`src/logic/mac_tx_pkg.sv`:
```
package mac_tx_pkg;

    ////////////////////
    // frame format
    ////////////////////

    // length field taken from the pointer word
    localparam int len_w = 12;

    // gmii preamble and start of frame delimiter
    localparam logic [7:0] preamble_byte = 8'h55;
    localparam logic [7:0] sfd_byte      = 8'hd5;

    // preamble bytes before the sfd
    localparam int preamble_len = 7;
    // fcs length
    localparam int crc_bytes    = 4;
    // idle cycles between frames
    localparam int ifg_len      = 12;

    ////////////////////
    // crc-32, 802.3
    ////////////////////

    // bit reversed form of 04c11db7
    localparam logic [31:0] crc_poly_refl = 32'hedb8_8320;
    localparam logic [31:0] crc_init_val  = 32'hffff_ffff;

    ////////////////////
    // management word
    ////////////////////

    // queue flag inside the 4-bit flag nibble
    localparam int mgnt_tte_bit = 3;

    // queue arbiter states
    typedef enum logic [1:0] {
        arb_idle,
        arb_ptr_read,
        arb_ptr_take,
        arb_busy
    } arb_state_t;

    // transmit sequencer states
    typedef enum logic [2:0] {
        seq_idle,
        seq_preamble,
        seq_sfd,
        seq_payload,
        seq_crc,
        seq_gap
    } seq_state_t;

endpackage

```
`src/logic/crc32_gen.sv`:
```
`timescale 1ns/1ps

module crc32_gen (
    input  logic       interface_clk,
    input  logic       rstn_mac,
    input  logic       crc_clear,
    input  logic       crc_update,
    input  logic       crc_shift,
    input  logic [7:0] crc_din,
    output logic [7:0] crc_byte
);
    import mac_tx_pkg::*;

    logic [31:0] crc_q;

    // one byte through the reflected lfsr, lsb first
    function automatic logic [31:0] crc_next(input logic [31:0] crc, input logic [7:0] din);
        logic [31:0] c;
        c = crc ^ {24'h0, din};
        for (int i = 0; i < 8; i++) begin
            if (c[0]) begin
                c = (c >> 1) ^ crc_poly_refl;
            end else begin
                c = c >> 1;
            end
        end
        return c;
    endfunction

    always_ff @(posedge interface_clk or negedge rstn_mac) begin
        if (!rstn_mac) begin
            crc_q <= crc_init_val;
        end else if (crc_clear) begin
            crc_q <= crc_init_val;
        end else if (crc_update) begin
            crc_q <= crc_next(crc_q, crc_din);
        end else if (crc_shift) begin
            // next fcs byte down to the output
            crc_q <= {8'h00, crc_q[31:8]};
        end
    end

    // fcs goes out inverted
    assign crc_byte = ~crc_q[7:0];

endmodule

```
`src/logic/tx_queue_arbiter.sv`:
```
`timescale 1ns/1ps

module tx_queue_arbiter (
    input  logic                         interface_clk,
    input  logic                         rstn_mac,
    // pointer fifos, length in the low bits
    input  logic [15:0]                  ptr_fifo_din,
    input  logic                         ptr_fifo_empty,
    input  logic [15:0]                  tptr_fifo_din,
    input  logic                         tptr_fifo_empty,
    // data fifos, registered output
    input  logic [7:0]                   data_fifo_din,
    input  logic [7:0]                   tdata_fifo_din,
    // from sequencer and report block
    input  logic                         byte_rd,
    input  logic                         frame_done,
    input  logic                         mgnt_busy,
    // fifo read strobes
    output logic                         ptr_fifo_rd,
    output logic                         tptr_fifo_rd,
    output logic                         data_fifo_rd,
    output logic                         tdata_fifo_rd,
    // frame hand-off
    output logic                         frame_start,
    output logic                         frame_tte,
    output logic [mac_tx_pkg::len_w-1:0] frame_len,
    output logic [7:0]                   byte_data
);
    import mac_tx_pkg::*;

    arb_state_t state;
    // queue latched at pickup, 1 for tte
    logic       tte_sel;

    ////////////////////
    // pointer pickup
    ////////////////////

    always_ff @(posedge interface_clk or negedge rstn_mac) begin
        if (!rstn_mac) begin
            state        <= arb_idle;
            tte_sel      <= 1'b0;
            ptr_fifo_rd  <= 1'b0;
            tptr_fifo_rd <= 1'b0;
            frame_start  <= 1'b0;
            frame_len    <= '0;
        end else begin
            case (state)
                arb_idle: begin
                    // hold off while last report is still pending
                    if (!mgnt_busy && (!ptr_fifo_empty || !tptr_fifo_empty)) begin
                        // tte has strict priority
                        tte_sel      <= !tptr_fifo_empty;
                        tptr_fifo_rd <= !tptr_fifo_empty;
                        ptr_fifo_rd  <= tptr_fifo_empty;
                        state        <= arb_ptr_read;
                    end
                end
                arb_ptr_read: begin
                    // one cycle strobe only
                    ptr_fifo_rd  <= 1'b0;
                    tptr_fifo_rd <= 1'b0;
                    state        <= arb_ptr_take;
                end
                arb_ptr_take: begin
                    // pointer word now on fifo output
                    frame_len   <= tte_sel ? tptr_fifo_din[len_w-1:0]
                                           : ptr_fifo_din[len_w-1:0];
                    frame_start <= 1'b1;
                    state       <= arb_busy;
                end
                arb_busy: begin
                    frame_start <= 1'b0;
                    // wait for gap to finish
                    if (frame_done) begin
                        state <= arb_idle;
                    end
                end
                default: begin
                    state <= arb_idle;
                end
            endcase
        end
    end

    ////////////////////
    // payload routing
    ////////////////////

    // byte reads go to the latched queue only
    assign data_fifo_rd  = byte_rd && !tte_sel;
    assign tdata_fifo_rd = byte_rd && tte_sel;

    // matching fifo output back to sequencer
    assign byte_data = tte_sel ? tdata_fifo_din : data_fifo_din;

    // queue flag for the report word
    assign frame_tte = tte_sel;

endmodule

```
`src/logic/tx_frame_sequencer.sv`:
```
`timescale 1ns/1ps

module tx_frame_sequencer (
    input  logic                         interface_clk,
    input  logic                         rstn_mac,
    input  logic                         frame_start,
    input  logic [mac_tx_pkg::len_w-1:0] frame_len,
    input  logic [7:0]                   byte_data,
    output logic                         byte_rd,
    output logic                         frame_done,
    output logic                         gtx_dv,
    output logic [7:0]                   gtx_d
);
    import mac_tx_pkg::*;

    seq_state_t       state;
    // shared count for preamble, payload, crc and gap
    logic [len_w-1:0] cnt;
    // frame length held for the whole frame
    logic [len_w-1:0] len_q;
    logic             crc_clear;
    logic             crc_update;
    logic             crc_shift;
    logic [7:0]       crc_byte;

    ////////////////////
    // sequencing
    ////////////////////

    // state of a cycle picks the byte gtx_d shows one cycle later
    always_ff @(posedge interface_clk or negedge rstn_mac) begin
        if (!rstn_mac) begin
            state  <= seq_idle;
            cnt    <= '0;
            len_q  <= '0;
            gtx_dv <= 1'b0;
            gtx_d  <= '0;
        end else begin
            case (state)
                seq_idle: begin
                    if (frame_start) begin
                        // first preamble byte loaded right away
                        len_q  <= frame_len;
                        cnt    <= len_w'(1);
                        gtx_dv <= 1'b1;
                        gtx_d  <= preamble_byte;
                        state  <= seq_preamble;
                    end
                end
                seq_preamble: begin
                    gtx_d <= preamble_byte;
                    if (cnt == len_w'(preamble_len - 1)) begin
                        cnt   <= '0;
                        state <= seq_sfd;
                    end else begin
                        cnt <= cnt + 1'b1;
                    end
                end
                seq_sfd: begin
                    // first payload read issued here
                    gtx_d <= sfd_byte;
                    state <= seq_payload;
                end
                seq_payload: begin
                    gtx_d <= byte_data;
                    if (cnt == len_q - 1'b1) begin
                        cnt   <= '0;
                        state <= seq_crc;
                    end else begin
                        cnt <= cnt + 1'b1;
                    end
                end
                seq_crc: begin
                    // fcs, lsb first
                    gtx_d <= crc_byte;
                    if (cnt == len_w'(crc_bytes - 1)) begin
                        cnt   <= '0;
                        state <= seq_gap;
                    end else begin
                        cnt <= cnt + 1'b1;
                    end
                end
                seq_gap: begin
                    gtx_dv <= 1'b0;
                    gtx_d  <= '0;
                    if (cnt == len_w'(ifg_len)) begin
                        cnt   <= '0;
                        state <= seq_idle;
                    end else begin
                        cnt <= cnt + 1'b1;
                    end
                end
                default: begin
                    state <= seq_idle;
                end
            endcase
        end
    end

    // one read per payload byte, no read after the last one
    assign byte_rd = (state == seq_sfd) || ((state == seq_payload) && (cnt != len_q - 1'b1));

    // last of ifg_len low cycles on gtx_dv
    assign frame_done = (state == seq_gap) && (cnt == len_w'(ifg_len));

    ////////////////////
    // fcs
    ////////////////////

    assign crc_clear  = (state == seq_idle);
    assign crc_update = (state == seq_payload);
    assign crc_shift  = (state == seq_crc);

    crc32_gen u_crc32_gen (
        .interface_clk (interface_clk),
        .rstn_mac      (rstn_mac),
        .crc_clear     (crc_clear),
        .crc_update    (crc_update),
        .crc_shift     (crc_shift),
        .crc_din       (byte_data),
        .crc_byte      (crc_byte)
    );

endmodule

```
`src/logic/tx_mgnt_report.sv`:
```
`timescale 1ns/1ps

module tx_mgnt_report (
    input  logic                         interface_clk,
    input  logic                         rstn_mac,
    input  logic                         frame_start,
    input  logic [mac_tx_pkg::len_w-1:0] frame_len,
    input  logic                         frame_tte,
    input  logic                         tx_mgnt_resp,
    output logic                         tx_mgnt_valid,
    output logic [15:0]                  tx_mgnt_data,
    output logic                         mgnt_busy
);
    import mac_tx_pkg::*;

    logic [3:0] flag;

    // only the queue flag is defined for tx
    always_comb begin
        flag               = '0;
        flag[mgnt_tte_bit] = frame_tte;
    end

    // valid from frame start until response seen
    always_ff @(posedge interface_clk or negedge rstn_mac) begin
        if (!rstn_mac) begin
            tx_mgnt_valid <= 1'b0;
        end else if (frame_start) begin
            tx_mgnt_valid <= 1'b1;
        end else if (tx_mgnt_resp) begin
            tx_mgnt_valid <= 1'b0;
        end
    end

    // report word, flags over length
    always_ff @(posedge interface_clk) begin
        if (frame_start) begin
            tx_mgnt_data <= {flag, frame_len};
        end
    end

    // arbiter waits on the same interval
    assign mgnt_busy = tx_mgnt_valid;

endmodule

```
`src/logic/mac_tx_gmii.sv`:
```
`timescale 1ns/1ps

module mac_tx_gmii (
    input  logic        interface_clk,
    input  logic        rstn_mac,
    // gmii transmit
    output logic        gtx_dv,
    output logic [7:0]  gtx_d,
    // best effort queue
    output logic        data_fifo_rd,
    input  logic [7:0]  data_fifo_din,
    output logic        ptr_fifo_rd,
    input  logic [15:0] ptr_fifo_din,
    input  logic        ptr_fifo_empty,
    // tte queue
    output logic        tdata_fifo_rd,
    input  logic [7:0]  tdata_fifo_din,
    output logic        tptr_fifo_rd,
    input  logic [15:0] tptr_fifo_din,
    input  logic        tptr_fifo_empty,
    // management
    output logic        tx_mgnt_valid,
    output logic [15:0] tx_mgnt_data,
    input  logic        tx_mgnt_resp
);
    import mac_tx_pkg::*;

    // frame hand-off
    logic             frame_start;
    logic [len_w-1:0] frame_len;
    logic             frame_tte;
    logic             frame_done;
    // payload path
    logic             byte_rd;
    logic [7:0]       byte_data;
    logic             mgnt_busy;

    tx_queue_arbiter u_arbiter (
        .interface_clk   (interface_clk),
        .rstn_mac        (rstn_mac),
        .ptr_fifo_din    (ptr_fifo_din),
        .ptr_fifo_empty  (ptr_fifo_empty),
        .tptr_fifo_din   (tptr_fifo_din),
        .tptr_fifo_empty (tptr_fifo_empty),
        .data_fifo_din   (data_fifo_din),
        .tdata_fifo_din  (tdata_fifo_din),
        .byte_rd         (byte_rd),
        .frame_done      (frame_done),
        .mgnt_busy       (mgnt_busy),
        .ptr_fifo_rd     (ptr_fifo_rd),
        .tptr_fifo_rd    (tptr_fifo_rd),
        .data_fifo_rd    (data_fifo_rd),
        .tdata_fifo_rd   (tdata_fifo_rd),
        .frame_start     (frame_start),
        .frame_tte       (frame_tte),
        .frame_len       (frame_len),
        .byte_data       (byte_data)
    );

    tx_frame_sequencer u_sequencer (
        .interface_clk (interface_clk),
        .rstn_mac      (rstn_mac),
        .frame_start   (frame_start),
        .frame_len     (frame_len),
        .byte_data     (byte_data),
        .byte_rd       (byte_rd),
        .frame_done    (frame_done),
        .gtx_dv        (gtx_dv),
        .gtx_d         (gtx_d)
    );

    tx_mgnt_report u_mgnt_report (
        .interface_clk (interface_clk),
        .rstn_mac      (rstn_mac),
        .frame_start   (frame_start),
        .frame_len     (frame_len),
        .frame_tte     (frame_tte),
        .tx_mgnt_resp  (tx_mgnt_resp),
        .tx_mgnt_valid (tx_mgnt_valid),
        .tx_mgnt_data  (tx_mgnt_data),
        .mgnt_busy     (mgnt_busy)
    );

endmodule

```
`config.mk`:
```
export PLATFORM = sky130hd
export DESIGN_NAME = mac_tx_gmii
export DESIGN_NICKNAME = d
export VERILOG_FILES = /design/src/logic/mac_tx_pkg.sv /design/src/logic/crc32_gen.sv /design/src/logic/tx_queue_arbiter.sv /design/src/logic/tx_frame_sequencer.sv /design/src/logic/tx_mgnt_report.sv /design/src/logic/mac_tx_gmii.sv
export SDC_FILE = /design/constraint.sdc
export NUM_CORES = 1
export LEC_CHECK = 0
export BUFFER_PORTS_ARGS = -buffer_cell sky130_fd_sc_hd__buf_2
export CELL_PAD_IN_SITES_DETAIL_PLACEMENT = 0
export CELL_PAD_IN_SITES_GLOBAL_PLACEMENT = 1
export CORE_MARGIN = 3
export CORE_UTILIZATION = 40
export DETAILED_ROUTE_END_ITERATION = 10
export PLACE_DENSITY = 0.82
export SLEW_MARGIN = 20
export SYNTH_ARGS = -nofsm -noshare
export SYNTH_HDL_FRONTEND = slang
export SYNTH_SLANG_ARGS = --single-unit
```
`constraint.sdc`:
```
create_clock -name interface_clk -period 4.1 [get_ports interface_clk]
set_clock_uncertainty 0.05 [all_clocks]
set_input_delay 0.82 -clock interface_clk [delete_from_list [all_inputs] [get_ports interface_clk]]
set_output_delay 0.82 -clock interface_clk [all_outputs]
set_load 0.1 [all_outputs]
```
==> impl_results.md, run 1 <==
- Area leader, netlist: dfrtp_1
- TNS Setup: 0 ps
- CTS tree: yes
- Congestion Overflow GR: 0
- Synth Area in Compound Gates: 0.1973
- CTS buffer count: 9
- Hpwl dp: 10,630 µm
- Global-route total usage across every layer: 0.1893
- FP Rows: 44
- Crit-path slowest cell: dfrtp_1
- Ranking of synthesized cells by area: dfrtp_1, dfstp_2, xnor2_1, edfxtp_1, mux2i_1
- Area after DPL: 6645 µm²
- PortBufs: 71
- Die Ht: 130.4 µm
- Vias/cell: 5.665
- Yosys top cell area share: 0.2222
- Area grow syn2layout: 12.42%
- Async S/R FF share, synth: 0.8700
- Fin area: 6964 µm²
- Most common library cell in the layout ignoring fill and taps: buf_2
- Skew-Pair Late Insertion Delay: 370 ps
- Largest net degree at the start of global routing: 74
- Mux contribution to synthesized area: 0.06120
- FMAX: 263.0 MHz
- H-tree levels: 3
- WP buf/inv: 2
- Routed vias: 4,940
- Number of max-cap violations: 0
- Vias in the first global route: 5,069
- RSZ-0062 raised after global routing: false
- WL final: 15,430 µm
- Setup Crit Path Kind: flop to output pin
- Placer Congestion: 0.8617
- CTS root buf: clkbuf_16
- TritonCTS Sinks: 100
- Worst path required time: 3230 ps
- N_diodes: 0
- Top Ports: 83
- Synth Cell Area: 6195 µm²
- Hold/Removal Path Class: flop to flop
- #FFs+latches synth: 100
- First-pass GRT wire length: 25,490 µm
- WL/cell: 17.70 µm
- Post-layout net count: 744
- Final worst path period need: 3803 ps
- WP data arrival: 2930 ps
- Clock Tree Buf Depth: 2
- Core outline area: 14,860 µm²
- Cells after Synth: 635
- Post-Synth Simple-Gate Area: 0.1196
- Initial antenna violation count: 0
- Critical path launch point type: flop
- Ys flop type: dfrtp_1
- Status: finished, final reports clean
- Crit Path Max Fanout: 7
- Final hold violation count: 0
- DRC: 0
- Post-synthesis adder-cell area fraction: 0.01616
- Critical Path, Cell by Cell: inv_1 -> ha_1 -> nor3b_1 -> nand2_1 -> o311ai_1 -> o2bb2ai_1 -> nor2_2 -> a211oi_1 -> clkbuf_4
- Endpoints failing setup: 0
- Worst slew margin: 0.2976
- Cell family with the largest share of critical-path delay: simple AND/OR/NAND/NOR gates
- Die area: 17,020 µm²
- Tcrit/Tclk final: 0.9275
- Most frequent cells in the layout: buf_2, xnor2_1, dfrtp_1, a21oi_1, nand2_1
- Sequential-to-total area share from yosys stat: 0.4209
- Final ANT Viol Nets: 0
- Worst-path clk slew: 80 ps
- Drt first pass iters: 4
- Critical Path End Type: output pin
- Final max-slew violation count: 0
- DRT iter0 DRCs: 244
- Fill cells: 1,389
- Layout cell share with drive strength beyond 1: 0.2384
- Synth Area in XOR/XNOR: 0.1384
- Initial core utilization: 0.4168
- Syn avg cell area: 9.755 µm²
- Post-synth EDFFs: 13
- Die Width: 130.4 µm
- Tightest Pin Transition: 1051 ps
- Ys Warns: 0
- Largest family of logic cells by synthesized area: compound AO/OA/AOI/OAI gates
- CP max stage delay: 460 ps
- Yosys cell types: 64
[repair_timing]
item / in CTS / in global routing
resized for setup: 0 / 4
hold buffers: 0 / 0
setup endpoints to repair: 0 / 2
buffers inserted: 0 / 0
[metal layers]
metal / GRT usage / up-vias / wire (µm)
met5: 0 / - / 0
met4: 0.06836 / 0 / 320
met3: 0.03496 / 19 / 469
met2: 0.3235 / 96 / 7741
met1: 0.2408 / 2437 / 6903
li1: - / 2388 / -
[sequential cells by signal, summed over array words and instances, names as in the netlist]
signal                         cells
u_arbiter.ptr_fifo_rd              1
u_arbiter.frame_tte                1
u_sequencer.cnt                   12
u_sequencer.gtx_d                  8
u_arbiter.frame_start              1
u_sequencer.state                  3
u_mgnt_report.mgnt_busy            1
u_mgnt_report.tx_mgnt_data        13
u_sequencer.gtx_dv                 1
u_sequencer.u_crc32_gen.crc_q     32
u_arbiter.frame_len               12
u_arbiter.tptr_fifo_rd             1
u_sequencer.len_q                 12
u_arbiter.state                    2
[Yosys cell counts, drive strengths merged (15+ instances only)]
| master | number |
|---|---|
| a21oi | 49 |
| buf | 15 |
| clkbuf | 31 |
| dfrtp | 55 |
| dfstp | 32 |
| inv | 16 |
| mux2i | 27 |
| nand2 | 42 |
| nor2 | 43 |
| o21ai | 42 |
| o22ai | 31 |
| xnor2 | 68 |
[through the flow]
step           setup slack (ps)    util  hold WS (ps)  std cells
2_1_floorplan            -752.3       -         369.6        637
3_3_place_gp              651.6  0.4471         415.5        856
3_5_place_dp              610.4  0.4471         417.9        856
4_1_cts                   183.7  0.4680         438.2        872
5_1_grt                   21.64  0.4685         449.6        872
6_report                  297.3  0.4685         436.6        872
[logic make-up (layout without fill, tap and decap cells)]
logic type                 Yosys count  in the layout
AOI/OAI and AO/OA                  195            195
other                                1              3
muxes                               36             36
adders and majority gates            8              8
DFF                                100            100
and+or+nand+nor                    150            150
xor gates and xnor gates            83             83
buffers and inverters               62            113
[final timing paths]
path,depth (start not counted),startpoint,to,slack (ps)
max in group asynchronous,2,rstn_mac,u_sequencer.u_crc32_gen.crc_q[14],2650
min,0,u_arbiter.frame_len[9],u_mgnt_report.tx_mgnt_data[9],440
max,9,u_sequencer.len_q[0],tdata_fifo_rd,300
min in group asynchronous,1,rstn_mac,u_sequencer.gtx_d[2],520
max reg2reg,7,u_arbiter.frame_tte,u_sequencer.u_crc32_gen.crc_q[21],1150
min reg2reg,0,u_arbiter.frame_len[9],u_mgnt_report.tx_mgnt_data[9],440
[layout make-up]
cell class / instances / area (µm²) / share of cell area
sequential: 100 / 2609 / 0.3746
timing repair buffer: 81 / 437.9 / 0.06288
clock inverter: 7 / 86.33 / 0.01240
tap: 184 / 230.2 / 0.03306
clock buffer: 9 / 225.2 / 0.03234
inverter: 16 / 60.06 / 0.008624
multi-input combinational: 475 / 3316 / 0.4761
Power of run 1 is left out: the tool's default activity adds up to more than one toggle a clock period on the data nets, which glitch-free logic cannot reach.
==> run 2, diff against run 1 <==
- CORE_UTILIZATION: 40 -> 25
- PLACE_DENSITY: 0.82 -> 0.59
==> impl_results.md, run 2 (synthesized netlist as in run 1, its figures left out) <==
- Status: finished, final reports clean
- Worst-path clk slew: 80 ps (about the same)
- Die Ht: 163.4 µm (+25%)
- Layout cell share with drive strength beyond 1: 0.2446 (+0.006201)
- Worst path required time: 3230 ps (about the same)
- Most frequent cells in the layout: buf_2, xnor2_1, dfrtp_1, a21oi_1, nand2_1
- Critical path launch point type: flop
- Drt first pass iters: 4 (unchanged)
- DRC: 0 (unchanged)
- Largest net degree at the start of global routing: 64 (-14%)
- FF/Latch Area: 2609 µm² (unchanged)
- Core outline area: 23,890 µm² (+61%)
- Initial antenna violation count: 0 (unchanged)
- Final hold violation count: 0 (unchanged)
- Biggest regs: u_sequencer.u_crc32_gen.crc_q: 32 flops, u_mgnt_report.tx_mgnt_data: 13 flops
- CTS tree: yes
- Endpoints failing setup: 0 (unchanged)
- Place WS: 404.7 ps (-205.8 ps)
- Tightest Pin Transition: 1070 ps (+19.36 ps)
- Initial core utilization: 0.2593 (-0.1575)
- Hpwl dp: 11,320 µm (+6.4%)
- FMAX: 263.3 MHz (+0.12%)
- Post-route setup slack: 301.9 ps (+4.645 ps)
- DRT iter0 DRCs: 298 (+22%)
- Tcrit/Tclk final: 0.9264 (-0.001133)
- TNS Setup: 0 ps (unchanged)
- PortBufs: 71 (unchanged)
- Congestion Overflow GR: 0 (unchanged)
- Top Ports: 83 (unchanged)
- Placer Congestion: 0.7739 (-10%)
- N_diodes: 0 (unchanged)
- WP data arrival: 2930 ps (about the same)
- Final worst path period need: 3798 ps (-4.645 ps)
- Hold/Removal Path Class: flop to flop
- WL final: 16,340 µm (+5.9%)
- Clock Tree Buf Depth: 2 (unchanged)
- Final Hold Slack: 429.8 ps (-6.785 ps)
- Setup Crit Path Kind: flop to output pin
- Most common library cell in the layout ignoring fill and taps: buf_2
- CTS root buf: clkbuf_16
- Routed vias: 4,793 (-3.0%)
- Fill cells: 2,540 (+83%)
- Post CTS Setup Buffer Count: 0 (unchanged)
- WL/cell: 16.18 µm (-8.6%)
- Post-layout net count: 747 (+0.40%)
- Critical Path End Type: output pin
- TritonCTS Sinks: 100 (unchanged)
- Number of max-cap violations: 0 (unchanged)
- Fin area: 7158 µm² (+2.8%)
- Global-route total usage across every layer: 0.1274 (-0.06189)
- Die area: 26,700 µm² (+57%)
- Top reg by flops: u_sequencer.u_crc32_gen.crc_q
- Crit Path Max Fanout: 9 (+2)
- Largest register FFs: 32 (unchanged)
- CTS buffer count: 9 (unchanged)
- Vias/cell: 4.746 (-16%)
- Multi-input gate area: 3327 µm² (+0.34%)
- First-pass GRT wire length: 26,740 µm (+4.9%)
- Vias in the first global route: 4,743 (-6.4%)
- Final max-slew violation count: 0 (unchanged)
- H-tree levels: 3 (unchanged)
- Skew-Pair Late Insertion Delay: 360 ps (about the same)
- Worst slew margin: 0.2846 (-0.01294)
- FP Rows: 56 (+27%)
- Area grow syn2layout: 15.55%
- RSZ-0062 raised after global routing: false
- Die Width: 163.4 µm (+25%)
- Final ANT Viol Nets: 0 (unchanged)
- Area after DPL: 6837 µm² (+2.9%)
## run 2: path summary, 6_finish.rpt
check                                       start                           endpoint  slack [ps]  depth (start not counted)
min in group asynchronous                rstn_mac               u_sequencer.gtx_d[2]         510                          1
hold / removal             u_arbiter.frame_len[6]      u_mgnt_report.tx_mgnt_data[6]         430                          0
max in group asynchronous                rstn_mac  u_sequencer.u_crc32_gen.crc_q[14]        2640                          2
setup / recovery             u_sequencer.len_q[2]                       data_fifo_rd         300                          7
setup reg to reg              u_arbiter.frame_tte  u_sequencer.u_crc32_gen.crc_q[21]        1200                          7
hold reg to reg            u_arbiter.frame_len[6]      u_mgnt_report.tx_mgnt_data[6]         430                          0
## run 2: worst max-delay path, stage by stage (launching register included)
cell,delay [ps]
dfrtp_1,490
or4_4,620
o31a_1,290
o22ai_1,230
or3_1,190
nor2_2,70
a211oi_1,330
buf_4,360
## run 2: timing repair
action / CTS / global route
setup endpoints to repair: 2 / 2
resized for setup: 2 / 3
hold buffers: 0 / 0
## run 2: area by class of cell
class                      count  share of cell area
sequential                   100              0.3644
tap                          319             0.05576
clock inverter                 7             0.01084
inverter                      16            0.008390
multi-input combinational    475              0.4648
clock buffer                   9             0.03146
timing repair buffer          84             0.06432
## run 2: per-stage QoR
| step | std cells | util |
|---|---|---|
| final | 1010 | 0.2996 |
| after global routing | 1010 | 0.2996 |
| after global placement | 994 | 0.2861 |
| after floorplan | 637 | - |
| after detailed placement | 994 | 0.2861 |
| after CTS | 1010 | 0.2990 |
## run 2: layer usage
| layer | GRT usage | wire length (µm) | vias to the layer above |
|---|---|---|---|
| li1 | - | - | 2406 |
| met1 | 0.1701 | 7652 | 2298 |
| met2 | 0.2150 | 7916 | 79 |
| met3 | 0.02409 | 618 | 10 |
| met4 | 0.02768 | 154 | 0 |
| met5 | 0 | 0 | - |
Power of run 2 is left out for the same reason.
